==> config.mk <==
export PLATFORM = sky130hd
export DESIGN_NAME = sched_top
export DESIGN_NICKNAME = d
export VERILOG_FILES = /design/src/common/sched_pkg.sv /design/src/source/event_arbiter.sv /design/src/scheduler/dispatch_ctrl.sv /design/src/scheduler/machine_timer.sv /design/src/bus_automata/bus_mode_fsm.sv /design/src/source/sched_top.sv
export VERILOG_INCLUDE_DIRS = /design/src /design/src/common
export SDC_FILE = /design/constraint.sdc
export NUM_CORES = 1
export LEC_CHECK = 0
export ABC_AREA = 1
export BUFFER_PORTS_ARGS = -buffer_cell sky130_fd_sc_hd__buf_2
export CORE_UTILIZATION = 51
export CTS_CLUSTER_SIZE = 30
export DETAILED_ROUTE_END_ITERATION = 8
export GPL_TIMING_DRIVEN = 1
export PLACE_DENSITY = 0.77
export SYNTH_ARGS = -nofsm -noshare
export SYNTH_HDL_FRONTEND = slang
export SYNTH_SLANG_ARGS = --single-unit
export TNS_END_PERCENT = 5
==> constraint.sdc <==
create_clock -name clk -period 1.9 [get_ports clk]
set_input_delay 0.095 -clock clk [delete_from_list [all_inputs] [get_ports clk]]
set_output_delay 0.095 -clock clk [all_outputs]
set_load 0.01 [all_outputs]
==> src/common/sched_config.svh <==
// Scheduler sizing macros, included by the package and by RTL that needs the task lengths
`ifndef SCHED_CONFIG_SVH
`define SCHED_CONFIG_SVH

// ==================================================
// Tick counter
// ==================================================

// Width of the per-machine tick counter
`define SCHED_CNT_W 3

// ==================================================
// Task lengths
// ==================================================

// Short task frees on its 2nd accepted tick
`define SCHED_SHORT_LAST 1
// Long task frees on its 3rd accepted tick
`define SCHED_LONG_LAST 2

`endif

==> src/common/sched_pkg.sv <==
// Shared scheduler types, referenced by scoped name from every RTL module
`include "sched_config.svh"

package sched_pkg;

  // ==================================================
  // Task and event types
  // ==================================================

  // Kind of task held by a machine
  typedef enum logic [1:0] {
    TASK_IDLE = 2'd0,
    TASK_A    = 2'd1,
    TASK_B    = 2'd2
  } task_kind_e;

  // Raw strobes in, accepted strobes out
  typedef struct packed {
    logic start_a;
    logic start_b;
    logic tick;
  } sched_event_t;

  // External placement levels
  typedef struct packed {
    logic to_m0;
    logic to_m1;
  } grant_t;

  // ==================================================
  // Buffer observation and machine state
  // ==================================================

  // Buffer signals watched by the mode automata
  typedef struct packed {
    logic btor_req0;
    logic btor_req1;
    logic n_empty;
    logic deq;
  } bus_obs_t;

  // Occupancy plus tick count of one machine
  typedef struct packed {
    task_kind_e              kind;
    logic [`SCHED_CNT_W-1:0] count;
  } machine_status_t;

  // Short-task mode per machine
  typedef struct packed {
    logic short_m0;
    logic short_m1;
  } machine_mode_t;

endpackage

==> src/source/event_arbiter.sv <==
// Event arbiter, arms one edge after reset and picks start A, then start B, then tick
`timescale 1ns/1ps

module event_arbiter (
  input  logic                    clk,
  input  logic                    i_arst_n,
  input  sched_pkg::sched_event_t i_event,
  input  logic                    i_error,
  output sched_pkg::sched_event_t o_accepted,
  output logic                    o_armed
);

  logic armed_q;
  logic start_ok;
  logic acc_start_a;
  logic acc_start_b;
  logic acc_tick;

  // ==================================================
  // Arming
  // ==================================================

  // Low out of reset, high from the first edge on
  always_ff @(posedge clk or negedge i_arst_n) begin
    if (!i_arst_n) begin
      armed_q <= 1'b0;
    end else begin
      armed_q <= 1'b1;
    end
  end

  // ==================================================
  // Fixed priority
  // ==================================================

  // Starts are refused once the error is set
  assign start_ok    = armed_q & ~i_error;
  assign acc_start_a = start_ok & i_event.start_a;
  // B only when A is not taken this cycle
  assign acc_start_b = start_ok & ~acc_start_a & i_event.start_b;
  // Tick still passes after an error
  assign acc_tick    = armed_q & ~acc_start_a & ~acc_start_b & i_event.tick;

  assign o_accepted.start_a = acc_start_a;
  assign o_accepted.start_b = acc_start_b;
  assign o_accepted.tick    = acc_tick;
  assign o_armed            = armed_q;

endmodule

==> src/scheduler/dispatch_ctrl.sv <==
// Dispatcher, routes accepted starts to a machine by grant and holds the sticky error
`timescale 1ns/1ps

module dispatch_ctrl (
  input  logic                       clk,
  input  logic                       i_arst_n,
  input  logic                       i_armed,
  input  sched_pkg::sched_event_t    i_accepted,
  input  sched_pkg::grant_t          i_grant,
  input  sched_pkg::machine_status_t i_status_m0,
  input  sched_pkg::machine_status_t i_status_m1,
  output sched_pkg::task_kind_e      o_start_m0,
  output sched_pkg::task_kind_e      o_start_m1,
  output logic                       o_error
);

  sched_pkg::task_kind_e start_kind;
  logic                  any_start;
  logic                  busy_m0;
  logic                  busy_m1;
  logic                  sel_m0;
  logic                  sel_m1;
  logic                  err_busy;
  logic                  err_nogrant;
  logic                  error_q;

  // ==================================================
  // Start routing
  // ==================================================

  // Arbiter guarantees at most one start per cycle
  always_comb begin
    if (i_accepted.start_a) begin
      start_kind = sched_pkg::TASK_A;
    end else if (i_accepted.start_b) begin
      start_kind = sched_pkg::TASK_B;
    end else begin
      start_kind = sched_pkg::TASK_IDLE;
    end
  end

  assign any_start = i_accepted.start_a | i_accepted.start_b;

  // Machine 0 wins when both grants are up
  assign sel_m0 = i_grant.to_m0;
  assign sel_m1 = ~i_grant.to_m0 & i_grant.to_m1;

  // Idle kind means no start for that machine
  assign o_start_m0 = sel_m0 ? start_kind : sched_pkg::TASK_IDLE;
  assign o_start_m1 = sel_m1 ? start_kind : sched_pkg::TASK_IDLE;

  // ==================================================
  // Sticky scheduling error
  // ==================================================

  assign busy_m0 = (i_status_m0.kind != sched_pkg::TASK_IDLE);
  assign busy_m1 = (i_status_m1.kind != sched_pkg::TASK_IDLE);

  // Grant level on a busy machine, start or not
  assign err_busy    = (i_grant.to_m0 & busy_m0) | (i_grant.to_m1 & busy_m1);
  // Start with nowhere to go
  assign err_nogrant = any_start & ~i_grant.to_m0 & ~i_grant.to_m1;

  always_ff @(posedge clk or negedge i_arst_n) begin
    if (!i_arst_n) begin
      error_q <= 1'b0;
    end else if (i_armed && (err_busy || err_nogrant)) begin
      // Held until the next reset
      error_q <= 1'b1;
    end
  end

  assign o_error = error_q;

endmodule

==> src/scheduler/machine_timer.sv <==
// Machine timer, tracks the task held by one machine and frees it after its tick count
`timescale 1ns/1ps
`include "sched_config.svh"

module machine_timer (
  input  logic                       clk,
  input  logic                       i_arst_n,
  input  sched_pkg::task_kind_e      i_start,
  input  logic                       i_tick,
  input  logic                       i_short,
  output sched_pkg::machine_status_t o_status
);

  localparam logic [`SCHED_CNT_W-1:0] SHORT_LAST = `SCHED_SHORT_LAST;
  localparam logic [`SCHED_CNT_W-1:0] LONG_LAST  = `SCHED_LONG_LAST;

  sched_pkg::machine_status_t status_q;
  logic [`SCHED_CNT_W-1:0]    last_cnt;
  logic                       busy;
  logic                       load;

  // Mode picks the final count value, sampled at each tick
  assign last_cnt = i_short ? SHORT_LAST : LONG_LAST;
  assign busy     = (status_q.kind != sched_pkg::TASK_IDLE);
  assign load     = (i_start != sched_pkg::TASK_IDLE);

  // ==================================================
  // Occupancy and count
  // ==================================================

  always_ff @(posedge clk or negedge i_arst_n) begin
    if (!i_arst_n) begin
      status_q.kind  <= sched_pkg::TASK_IDLE;
      status_q.count <= '0;
    end else if (load) begin
      // New task, overwrites whatever was running
      status_q.kind  <= i_start;
      status_q.count <= '0;
    end else if (i_tick && busy) begin
      if (status_q.count < last_cnt) begin
        // Not done yet
        status_q.count <= status_q.count + 1'b1;
      end else begin
        // Done, machine free again
        status_q.kind  <= sched_pkg::TASK_IDLE;
        status_q.count <= '0;
      end
    end
  end

  // Ticks on an idle machine leave it unchanged

  assign o_status = status_q;

endmodule

==> src/bus_automata/bus_mode_fsm.sv <==
// Buffer-watching automata that set the short-task mode bit of each machine
`timescale 1ns/1ps

module bus_mode_fsm (
  input  logic                     clk,
  input  logic                     i_arst_n,
  input  sched_pkg::bus_obs_t      i_bus,
  output sched_pkg::machine_mode_t o_mode
);

  sched_pkg::bus_obs_t bus_q;
  // Request-order automaton, low bit and complemented high bit
  logic                state_ro_0;
  logic                nstate_ro_1;
  // Pending-dequeue automaton
  logic                state_pd;

  // ==================================================
  // Previous bus values
  // ==================================================

  always_ff @(posedge clk or negedge i_arst_n) begin
    if (!i_arst_n) begin
      bus_q <= '0;
    end else begin
      bus_q <= i_bus;
    end
  end

  // ==================================================
  // Request-order automaton
  // ==================================================

  // Steps from the registered requests, so one edge behind bus_q
  always_ff @(posedge clk or negedge i_arst_n) begin
    if (!i_arst_n) begin
      nstate_ro_1 <= 1'b0;
      state_ro_0  <= 1'b0;
    end else if (nstate_ro_1 && !bus_q.btor_req0 && bus_q.btor_req1) begin
      // Request 1 alone
      nstate_ro_1 <= 1'b0;
      state_ro_0  <= 1'b0;
    end else if (!nstate_ro_1 && bus_q.btor_req0 && !bus_q.btor_req1) begin
      // Request 0 alone
      nstate_ro_1 <= 1'b1;
      state_ro_0  <= 1'b0;
    end else if (nstate_ro_1 && !bus_q.btor_req0 && !bus_q.btor_req1) begin
      nstate_ro_1 <= 1'b1;
      state_ro_0  <= 1'b1;
    end else if (!nstate_ro_1 && !bus_q.btor_req0 && !bus_q.btor_req1) begin
      nstate_ro_1 <= 1'b0;
      state_ro_0  <= 1'b1;
    end
  end

  // Any other request mix holds the state

  // ==================================================
  // Pending-dequeue automaton
  // ==================================================

  always_ff @(posedge clk or negedge i_arst_n) begin
    if (!i_arst_n) begin
      state_pd <= 1'b0;
    end else if (!state_pd && bus_q.n_empty && !bus_q.deq) begin
      // Data waiting, no dequeue yet
      state_pd <= 1'b1;
    end else if (state_pd && bus_q.deq) begin
      state_pd <= 1'b0;
    end
  end

  // Mode outputs
  assign o_mode.short_m0 = state_ro_0;
  assign o_mode.short_m1 = nstate_ro_1 | state_pd;

endmodule

==> src/source/sched_top.sv <==
// Scheduler top level, connects arbiter, dispatcher, both machine timers and mode automata
`timescale 1ns/1ps

module sched_top (
  input  logic                       clk,
  input  logic                       i_arst_n,
  input  sched_pkg::sched_event_t    i_event,
  input  sched_pkg::grant_t          i_grant,
  input  sched_pkg::bus_obs_t        i_bus,
  output sched_pkg::sched_event_t    o_accepted,
  output logic                       o_error,
  output sched_pkg::machine_status_t o_status_m0,
  output sched_pkg::machine_status_t o_status_m1
);

  sched_pkg::sched_event_t    accepted;
  sched_pkg::task_kind_e      start_m0;
  sched_pkg::task_kind_e      start_m1;
  sched_pkg::machine_status_t status_m0;
  sched_pkg::machine_status_t status_m1;
  sched_pkg::machine_mode_t   mode;
  logic                       armed;
  logic                       error;

  // ==================================================
  // Event acceptance and dispatch
  // ==================================================

  event_arbiter event_arbiter_inst (
    .clk        (clk),
    .i_arst_n   (i_arst_n),
    .i_event    (i_event),
    .i_error    (error),
    .o_accepted (accepted),
    .o_armed    (armed)
  );

  dispatch_ctrl dispatch_ctrl_inst (
    .clk         (clk),
    .i_arst_n    (i_arst_n),
    .i_armed     (armed),
    .i_accepted  (accepted),
    .i_grant     (i_grant),
    .i_status_m0 (status_m0),
    .i_status_m1 (status_m1),
    .o_start_m0  (start_m0),
    .o_start_m1  (start_m1),
    .o_error     (error)
  );

  // ==================================================
  // Machines and their mode source
  // ==================================================

  bus_mode_fsm bus_mode_fsm_inst (
    .clk      (clk),
    .i_arst_n (i_arst_n),
    .i_bus    (i_bus),
    .o_mode   (mode)
  );

  // Machine 0
  machine_timer machine_timer_m0_inst (
    .clk      (clk),
    .i_arst_n (i_arst_n),
    .i_start  (start_m0),
    .i_tick   (accepted.tick),
    .i_short  (mode.short_m0),
    .o_status (status_m0)
  );

  // Machine 1
  machine_timer machine_timer_m1_inst (
    .clk      (clk),
    .i_arst_n (i_arst_n),
    .i_start  (start_m1),
    .i_tick   (accepted.tick),
    .i_short  (mode.short_m1),
    .o_status (status_m1)
  );

  assign o_accepted  = accepted;
  assign o_error     = error;
  assign o_status_m0 = status_m0;
  assign o_status_m1 = status_m1;

endmodule

; Word level (Yosys, flattened, before mapping)
; Index checks and enable logic that the tools add are counted.
[totals]
register_bits = 19
input_bits = 11
out_inout_bits = 14
elab_cells = 92
[op_classes]
add_sub_neg = 2
n_lt_le_gt_ge = 2
eq_ne = 2
mux = 24
n_bitwise = 20
n_reduce_logical = 29
[op_table]
columns = cell, count
row1 = two-way mux 5 bit, 4
row2 = two-way mux 2 bit, 8
row3 = nonzero test 2 bit, 7
row4 = logical AND 1 bit, 13
row5 = AND 1 bit, 12
row6 = two-way mux 1 bit, 10
row7 = "adder 3 x 1 -> 3 bit, second input constant", 2
row8 = less-than comparator 3 bit, 2
row9 = two-way mux 3 bit, 2
row10 = logical NOT 1 bit, 5
row11 = NOT 1 bit, 5
row12 = "inequality test 2 x 1 -> 1 bit, second input constant", 2
row13 = AND reduction 2 bit, 2
row14 = nonzero test 4 bit, 1
row15 = bitwise OR 1 bit, 3
row16 = logical OR 1 bit, 1

; Logic depth before layout (Yosys ltp)
; Gate-level depths: netlist of run 1.
[depth]
word_depth = 12
mapped_depth = 9
ltp_nobuf = 9

; Hierarchy
; A second synthesis of run 1 with hierarchy kept.
[unflattened]
hier_cells = 126
hier_area_um2 = 998.5
[by_module_without_submodules]
columns = module, instances, cells_each, area_each_um2, seq_area_each_um2
row1 = machine_timer, 2, 36, 285.3, 125.1
row2 = bus_mode_fsm, 1, 22, 240.2, 175.2
row3 = dispatch_ctrl, 1, 18, 100.1, 25.0
row4 = event_arbiter, 1, 14, 87.6, 25.0

; Least setup slack after synthesis of run 1
; No wires, ideal clock.
[synth_timing]
path_kind = flip-flop to flip-flop
from = reg bus_mode_fsm_inst.nstate_ro_1
to = reg machine_timer_m1_inst.status_q, in the netlist machine_timer_m1_inst.o_status[4]
setup_time_ns = 0.065
t_arrival_ns = 1.439
t_required_ns = 1.835
slack_ns = 0.395
path_stages_with_launch = 10
n_path_buf = 0
synth_period_minus_slack_ns = 1.505
path_cell_list = dfrtp_1 or2_2 ha_1 nor2_1 inv_1 a21oi_1 nand2_1 nand2_2 nand2_1 nand2_1
[synth_between]
elab_chain_len = 5
[synth_rtl]
columns = element, line_no
row1 = from (decl), bus_mode_fsm.sv:14  ; logic nstate_ro_1;
row2 = from (signal assigned), bus_mode_fsm.sv:37  ; nstate_ro_1 <= 1'b0;
row3 = from (signal assigned), bus_mode_fsm.sv:41  ; nstate_ro_1 <= 1'b0;
row4 = from (signal assigned), bus_mode_fsm.sv:45  ; nstate_ro_1 <= 1'b1;
row5 = bitwise OR 1 bit, bus_mode_fsm.sv:75  ; assign o_mode.short_m1 = nstate_ro_1 | state_pd;
row6 = two-way mux 2 bit, machine_timer.sv:23  ; assign last_cnt = i_short ? SHORT_LAST : LONG_LAST;
row7 = less-than comparator 3 bit, machine_timer.sv:40  ; if (status_q.count < last_cnt) begin
row8 = inequality test 2 x 1 -> 1 bit (no source line), --
row9 = AND reduction 2 bit (no source line), --
row10 = to (decl), machine_timer.sv:17  ; sched_pkg::machine_status_t status_q;
; Every way passes these cells.
; A chain may end at the register's enable or synchronous reset.

; Final worst setup path of run 1
[layout_timing]
from = reg bus_mode_fsm_inst.nstate_ro_1
to = reg machine_timer_m1_inst.status_q, in the netlist machine_timer_m1_inst.o_status[3]
; Same word-level chain as after synthesis.

==> results of run 1 <==
==> kinds of logic after synthesis <==
group                      Yosys count  synth area share
AOI/OAI and AO/OA                   12            0.0832
muxes                                1            0.0102
DFF                                 19             0.487
other                                1           0.00384
and+or+nand+nor                     61             0.292
adders and majority gates            4            0.0512
buffers and inverters               16            0.0730
==> area by class of cell <==
cell class	instances	area [µm²]	area share
timing repair buffer	29	170	0.144
inverter	13	48.8	0.0413
clock buffer	4	26.3	0.0222
sequential	19	475	0.402
tap	25	31.3	0.0265
multi-input combinational	79	430	0.364
==> registers in the layout, indices dropped and copies added (netlist names) <==
name,cells
event_arbiter_inst.o_armed,1
machine_timer_m1_inst.o_status,5
bus_mode_fsm_inst.state_ro_0,1
bus_mode_fsm_inst.nstate_ro_1,1
machine_timer_m0_inst.o_status,5
dispatch_ctrl_inst.o_error,1
bus_mode_fsm_inst.bus_q,4
bus_mode_fsm_inst.state_pd,1
==> worst min-delay path, cell delays in order <==
cell and delay (ns):
buf_2 0.13, nand2_1 0.07, nand2_1 0.05
==> cells in the mapped netlist, drive strengths merged <==
master   n  share of area
a21oi    4          0.032
a22oi    1         0.0077
buf      3          0.023
conb     1         0.0038
dfrtp   19           0.49
ha       4          0.051
inv     13          0.050
mux2i    1          0.010
nand2   35           0.15
nand3   10          0.061
nor2    11          0.050
nor3     1         0.0051
o211ai   1         0.0077
o21ai    5          0.029
o22ai    1         0.0064
or2      4          0.026
==> per-stage QoR <==
stage | setup WS, ns | instance area, µm² | utilization | std cells
final | 0.278 | 1180 | 0.670 | 169
after global routing | 0.0935 | 1180 | 0.670 | 169
after CTS | 0.263 | 1180 | 0.670 | 169
after detailed placement | 0.288 | 1110 | 0.627 | 160
after global placement | 0.334 | 1110 | 0.627 | 160
after floorplan | 0.395 | 977 | - | 114
==> how the worst max path moves through the flow <==
stage | start | to | slack [ns] | depth (start not counted)
global route | bus_mode_fsm_inst.nstate_ro_1$_DFFE_PN0P_ | machine_timer_m1_inst.o_status[4]$_DFFE_PN0P_ | 0.09 | 9
detailed placement | bus_mode_fsm_inst.nstate_ro_1$_DFFE_PN0P_ | machine_timer_m1_inst.o_status[3]$_DFFE_PN0P_ | 0.29 | 9
CTS | bus_mode_fsm_inst.nstate_ro_1$_DFFE_PN0P_ | machine_timer_m1_inst.o_status[3]$_DFFE_PN0P_ | 0.26 | 9
floorplan | bus_mode_fsm_inst.nstate_ro_1$_DFFE_PN0P_ | machine_timer_m1_inst.o_status[4]$_DFFE_PN0P_ | 0.40 | 9
finish | bus_mode_fsm_inst.nstate_ro_1$_DFFE_PN0P_ | machine_timer_m1_inst.o_status[3]$_DFFE_PN0P_ | 0.28 | 9
global placement | bus_mode_fsm_inst.nstate_ro_1$_DFFE_PN0P_ | machine_timer_m1_inst.o_status[4]$_DFFE_PN0P_ | 0.33 | 9
==> cell usage in the layout (no fill, tap or decap), types with 5 or more instances in the layout <==
cell type      count
buf_2             24
dfrtp_1           19
dlygate4sd3_1      5
inv_1              9
nand2_1           29
nand2_2            6
nand3_1            8
nor2_1            10
==> per-layer routing <==
metal / part of all wire / GRT usage
met1: 0.45 / 0.213
met2: 0.49 / 0.337
met3: 0.049 / 0.0476
met4: 0.0071 / 0.0647
met5: 0 / 0
==> repair_timing <==
item,4_1_cts,5_1_grt
hold buffers,5,0
endpoints found under the hold margin,23,0
gates resized for setup,0,0
==> power by group through the flow <==
stage               Sequential, mW  Clock [mW]  Combinational (mW)
global placement             0.536           0               0.383
global route                 0.541       0.223               0.467
floorplan                    0.561           0               0.241
finish                       0.532       0.191               0.400
detailed placement           0.539           0               0.394
CTS                          0.532       0.199               0.403
==> impl_metrics.json, run 1 <==
{
  "outcome": "finished, final reports clean",
  "synth_cell_types": 23,
  "dp_hpwl_um": 1290,
  "antenna_found_initial": 0,
  "fill_cells": 152,
  "drive_gt1_frac": 0.313,
  "p_leak_nw": 0.657,
  "holdPathEnd": "machine_timer_m0_inst.o_status[3]$_DFFE_PN0P_",
  "cp_top_family": "simple AND/OR/NAND/NOR gates",
  "syn_nets": 129,
  "die_y_um": 45.8,
  "power_mw": 1.12,
  "crit_required_ns": 2.13,
  "period_minus_slack_ns": 1.62,
  "rows": 15,
  "critical_path_arrival_ns": 1.85,
  "syn_inst": 114,
  "netlist_area_um2": 977,
  "cpMostUsedCell": "nand2_1",
  "numCtsBuffers": 3,
  "rr_worst_depth": 9,
  "switchingPower_mw": 0.400,
  "fin_setup_tns_ns": 0,
  "initial_core_util": 0.554,
  "finalSetupViolCount": 0,
  "ioPinCount": 25,
  "fin_skew_ns": 0.00812,
  "drtAntennaViolNets": 0,
  "core_area_um2": 1760,
  "grt_pass1_vias": 752,
  "synthToLayoutAreaGrowth_pct": 21.0,
  "hp-class": "in -> reg",
  "max_freq_mhz": 617,
  "grtUsageTotal": 0.187,
  "overflow": 0,
  "ir_worst_vdd_v": 0.000577,
  "swShare": 0.356,
  "hold_depth": 3,
  "reg2reg_to": "machine_timer_m1_inst.o_status[3]$_DFFE_PN0P_",
  "ys_seq_area_frac": 0.487,
  "final.period_utilization": 0.854,
  "yosys_warnings": 0,
  "critPathLaunchType": "register",
  "fin_nets": 160,
  "pwr-share-comb": 0.356,
  "slew_violations": 0,
  "wirelength_um": 1690,
  "cts_tree": "done",
  "die_area_um2": 2090,
  "ys_seq_elements": 19,
  "htree_levels": 1,
  "vias": 813,
  "cts.sinks": 19,
  "drv_cap": 0,
  "hold_violations": 0,
  "cts.path.max_buffers": 2,
  "path_cells": "or2_2 -> ha_1 -> nor2_1 -> inv_1 -> a21oi_1 -> nand2_1 -> nand2_2 -> nand2_1 -> nand2_1",
  "port_buffers": 24,
  "p_int_mw": 0.722,
  "max_stage_delay_ns": 0.43,
  "clkPwrFrac": 0.170,
  "clockRootBuffer": "clkbuf_4",
  "cp_slowest_cell": "dfrtp_1",
  "syn_area_per_cell_um2": 8.57,
  "drt-initial-drc-count": 24,
  "path_buf_inv": 1,
  "clock_latency_ns": 0.28,
  "clk_pin_slew_ns": 0.10,
  "via_per_inst": 4.81,
  "postCtsSetupRepairBufs": 0,
  "critPathKind": "reg -> reg",
  "drc": 0,
  "antenna_cells": 0,
  "worstSetupEndpointType": "register",
  "hold_path_startpoint": "i_grant[1]",
  "seq_power_share": 0.474,
  "grt_start_max_net_pins": 20,
  "rsz0062_at_grt": "no",
  "cp_max_fo": 5,
  "place.gp.congestion": 0.779,
  "p_per_area_nw_per_um2": 949,
  "wire_per_inst_um": 9.98,
  "grt_first_pass_wirelength_um": 2820,
  "rrSetupSlack_ns": 0.28,
  "die_w_um": 45.8,
  "first_pass_iters": 4,
  "holdWs_ns": 0.0943,
  "reg2reg_from": "bus_mode_fsm_inst.nstate_ro_1$_DFFE_PN0P_"
}
No activity file was read; power rests on OpenSTA's default activity.
==> run 2, diff against run 1 <==
- BUFFER_PORTS_ARGS: -buffer_cell sky130_fd_sc_hd__buf_2 -> -buffer_cell sky130_fd_sc_hd__clkbuf_2
- CAP_MARGIN: not set -> 20
- CORE_MARGIN: not set -> 2
==> impl_metrics.json, run 2 (synthesis results as in run 1) <==
{
  "slew_violations": 0,
  "outcome": "finished, final reports clean",
  "die_y_um": 47.8,
  "finalSetupViolCount": 0,
  "via_per_inst": 4.98,
  "antenna_cells": 0,
  "place.gp.congestion": 0.747,
  "first_pass_iters": 4,
  "cts.sinks": 19,
  "dp_hpwl_um": 1420,
  "p_per_area_nw_per_um2": 966,
  "reg2reg_from": "bus_mode_fsm_inst.nstate_ro_1$_DFFE_PN0P_",
  "port_buffers": 24,
  "hold_buffers": 5,
  "initial_core_util": 0.554,
  "grt_start_max_net_pins": 20,
  "hold_path_startpoint": "i_grant[1]",
  "grt_first_pass_wirelength_um": 3000,
  "ioPinCount": 25,
  "rows": 15,
  "critical_path_arrival_ns": 1.87,
  "fin_nets": 160,
  "antenna_found_initial": 0,
  "p_leak_nw": 0.652,
  "setup_ws_ns": 0.275,
  "drc": 0,
  "numCtsBuffers": 3,
  "worstSetupEndpointType": "register",
  "fin_setup_tns_ns": 0,
  "drive_gt1_frac": 0.313,
  "wire_per_inst_um": 10.7,
  "cp_max_fo": 5,
  "core_area_um2": 1760,
  "grt_pass1_vias": 782,
  "dp_slack_ns": 0.304,
  "max_freq_mhz": 615,
  "ctsResizeCount": 0,
  "cts.path.max_buffers": 2,
  "hold_violations": 0,
  "holdPathEnd": "machine_timer_m0_inst.o_status[4]$_DFFE_PN0P_",
  "critPathKind": "reg -> reg",
  "postCtsSetupRepairBufs": 0,
  "hold_depth": 3,
  "rrSetupSlack_ns": 0.27,
  "grtUsageTotal": 0.189,
  "final.period_utilization": 0.855,
  "vias": 841,
  "clockRootBuffer": "clkbuf_4",
  "wirelength_um": 1810,
  "die_area_um2": 2280,
  "fin_skew_ns": 0.00749,
  "power_mw": 1.14,
  "layout_common_cells": "29 x nand2_1, 24 x clkbuf_2, 19 x dfrtp_1",
  "die_w_um": 47.8,
  "ir_worst_vdd_v": 0.000623,
  "clk_pin_slew_ns": 0.10,
  "htree_levels": 1,
  "hp-class": "in -> reg",
  "critPathLaunchType": "register",
  "drtAntennaViolNets": 0,
  "cts_tree": "done",
  "clock_latency_ns": 0.30,
  "drv_cap": 0,
  "drt-initial-drc-count": 12,
  "period_minus_slack_ns": 1.63,
  "crit_required_ns": 2.15,
  "rsz0062_at_grt": "no",
  "final_common_cell": "nand2_1",
  "reg2reg_to": "machine_timer_m1_inst.o_status[3]$_DFFE_PN0P_",
  "synthToLayoutAreaGrowth_pct": 21.0,
  "overflow": 0,
  "rr_worst_depth": 9
}
-- run 2: cell types whose count changed in the layout (fill, tap and decap cells not counted) --
cell      before  now
clkbuf_2       0   24
buf_2         24    0
-- run 2: critical path, cell delays in order (launching register included) --
cell,delay [ns]
dfrtp_1,0.44
or2_2,0.31
ha_1,0.18
nor2_1,0.13
inv_1,0.05
a21oi_1,0.19
nand2_1,0.09
nand2_2,0.08
nand2_1,0.05
nand2_1,0.05
-- run 2: stage by stage --
step                hold WS [ns]  cells  instance area [µm²]  utilization
floorplan                 -0.201    114                  977            -
global placement          0.0631    160                 1110        0.627
detailed placement        0.0714    160                 1110        0.627
CTS                       0.0731    169                 1180        0.670
global route               0.100    169                 1180        0.670
finish                    0.0794    169                 1180        0.670
-- run 2: worst max path at each step --
| stage | from | endpoint | slack [ns] | depth (start not counted) |
|---|---|---|---|---|
| 2_1_floorplan | bus_mode_fsm_inst.nstate_ro_1$_DFFE_PN0P_ | machine_timer_m1_inst.o_status[4]$_DFFE_PN0P_ | 0.40 | 9 |
| 3_3_place_gp | bus_mode_fsm_inst.nstate_ro_1$_DFFE_PN0P_ | machine_timer_m1_inst.o_status[4]$_DFFE_PN0P_ | 0.33 | 9 |
| 3_5_place_dp | bus_mode_fsm_inst.nstate_ro_1$_DFFE_PN0P_ | machine_timer_m1_inst.o_status[3]$_DFFE_PN0P_ | 0.30 | 9 |
| 4_1_cts | bus_mode_fsm_inst.nstate_ro_1$_DFFE_PN0P_ | machine_timer_m1_inst.o_status[3]$_DFFE_PN0P_ | 0.27 | 9 |
| 5_1_grt | bus_mode_fsm_inst.nstate_ro_1$_DFFE_PN0P_ | machine_timer_m1_inst.o_status[3]$_DFFE_PN0P_ | 0.07 | 9 |
| 6_report | bus_mode_fsm_inst.nstate_ro_1$_DFFE_PN0P_ | machine_timer_m1_inst.o_status[3]$_DFFE_PN0P_ | 0.27 | 9 |
-- run 2: cell type report --
class	instances	area, µm²
tap	25	31.3
clock buffer	4	26.3
inverter	13	48.8
timing repair buffer	29	170
fill	170	582
multi-input combinational	79	430
sequential	19	475
-- run 2: per-layer routing --
layer / GRT usage / vias to the layer above / wire (µm)
met5: 0 / - / 0
met3: 0.0226 / 3 / 71
met1: 0.223 / 396 / 788
li1: - / 417 / -
met4: 0.0649 / 0 / 25
met2: 0.349 / 25 / 923
-- run 2: report_power, final --
part	internal, mW	switching [mW]
clock	0.0819	0.119
sequential	0.472	0.0660
combinational	0.168	0.234
total	0.722	0.420
==> run 3, diff against run 2 <==
- CORE_UTILIZATION: 51 -> 46
- PLACE_DENSITY: 0.77 -> not set
- PLACE_DENSITY_LB_ADDON: not set -> 0.08
- clock period: 1.9 -> 1.3 ns (I/O delays scaled with it)
==> impl_metrics.json, run 3 (synthesis results as in run 1) <==
{
  "outcome": "complete, but fails checks",
  "violations": "setup timing",
  "finalSetupViolCount": 6,
  "die_area_um2": 2510,
  "power_mw": 1.82,
  "numCtsBuffers": 3,
  "hp-class": "in -> reg",
  "first_pass_iters": 4,
  "via_per_inst": 4.72,
  "cp_max_fo": 3,
  "htree_levels": 1,
  "initial_core_util": 0.493,
  "drv_cap": 0,
  "grt_start_max_net_pins": 20,
  "cts.path.max_buffers": 2,
  "ioPinCount": 25,
  "port_buffers": 24,
  "vias": 831,
  "setup_ws_ns": -0.0804,
  "critPathLaunchType": "register",
  "placed_cells": 167,
  "dp_hpwl_um": 1460,
  "p_leak_nw": 0.693,
  "die_y_um": 50.1,
  "period_minus_slack_ns": 1.38,
  "cts_tree": "done",
  "slew_violations": 0,
  "place.gp.congestion": 0.796,
  "crit_required_ns": 1.54,
  "drtAntennaViolNets": 0,
  "drt-initial-drc-count": 12,
  "drive_gt1_frac": 0.389,
  "overflow": 0,
  "fin_setup_tns_ns": -0.253,
  "rrSetupSlack_ns": -0.08,
  "rsz0062_at_grt": "yes",
  "wirelength_um": 1950,
  "antenna_cells": 0,
  "core_area_um2": 1980,
  "clk_pin_slew_ns": 0.11,
  "hold_violations": 0,
  "wire_per_inst_um": 11.1,
  "die_w_um": 50.1,
  "grt_first_pass_wirelength_um": 3190,
  "clock_latency_ns": 0.29,
  "final.period_utilization": 1.06,
  "fin_nets": 165,
  "antenna_found_initial": 0,
  "dp_slack_ns": -0.0682,
  "grt_pass1_vias": 783,
  "synthToLayoutAreaGrowth_pct": 31.4,
  "p_per_area_nw_per_um2": 1420,
  "fin_skew_ns": 0.00322,
  "critical_path_arrival_ns": 1.62,
  "grtUsageTotal": 0.165,
  "clockRootBuffer": "clkbuf_4",
  "utilization": 0.648,
  "max_freq_mhz": 724,
  "worstSetupEndpointType": "register",
  "fin_cells": 176,
  "fill_cells": 178,
  "layout_common_cells": "29 x nand2_1, 24 x clkbuf_2, 19 x dfrtp_1",
  "rows": 16,
  "cts.sinks": 19,
  "drc": 0,
  "critPathKind": "reg -> reg",
  "ir_worst_vdd_v": 0.000902,
  "final_common_cell": "nand2_1"
}
==> run 3: final cells by class <==
cell class / count / area (µm²) / area share
Multi-Input combinational cell: 79 / 490 / 0.382
Sequential cell: 19 / 475 / 0.370
Timing Repair Buffer: 34 / 208 / 0.162
Inverter: 13 / 48.8 / 0.0380
Tap cell: 27 / 33.8 / 0.0263
Clock buffer: 3 / 22.5 / 0.0175
Clock inverter: 1 / 5.00 / 0.00390
==> run 3: power breakdown <==
group / internal (mW) / switching (mW)
Clock: 0.114 / 0.179
Sequential: 0.690 / 0.0923
Combinational: 0.341 / 0.400
==> run 3: what timing repair did <==
item / 4_1_cts / 5_1_grt
resized for setup: 5 / 4
buffers inserted: 0 / 0
endpoints found under the hold margin: 23 / 0
setup endpoints to repair: 7 / 13
hold buffers: 5 / 0
pin swaps: 1 / 1
==> run 3: stage by stage <==
stage / hold slack [ns] / area (µm²)
global route: 0.0837 / 1280
global placement: 0.0324 / 1170
floorplan: -0.231 / 998
finish: 0.0750 / 1280
CTS: 0.0623 / 1260
detailed placement: 0.0427 / 1170
==> run 3: metal layers <==
metal	GRT usage	routed length (µm)	vias to the layer above	share of wire
met5	0	0	-	0
met4	0.0556	21	0	0.011
met3	0.0182	86	4	0.044
met2	0.283	998	22	0.51
met1	0.215	846	378	0.43
li1	-	-	427	-
==> run 3: path summary, 6_finish.rpt <==
check	start	to	cells past startpoint
min	i_grant[1]	machine_timer_m0_inst.o_status[3]$_DFFE_PN0P_	3
min in group asynchronous	i_arst_n	machine_timer_m0_inst.o_status[2]$_DFFE_PN0P_	2
max in group asynchronous	i_arst_n	machine_timer_m1_inst.o_status[4]$_DFFE_PN0P_	2
max	bus_mode_fsm_inst.state_pd$_DFFE_PN0P_	machine_timer_m1_inst.o_status[4]$_DFFE_PN0P_	9
max reg2reg	bus_mode_fsm_inst.state_pd$_DFFE_PN0P_	machine_timer_m1_inst.o_status[4]$_DFFE_PN0P_	9
min reg2reg	bus_mode_fsm_inst.bus_q[0]$_DFF_PN0_	bus_mode_fsm_inst.state_pd$_DFFE_PN0P_	1
==> run 3: worst max-delay path, cell delays in order, from the launching register on <==
cell and delay [ns]:
dfrtp_1 0.39, or2_4 0.26, ha_4 0.16, nor2_4 0.09, inv_2 0.06, a21oi_4 0.13, nand2_1 0.08, nand2_2 0.06
nand2_1 0.05, nand2_1 0.06
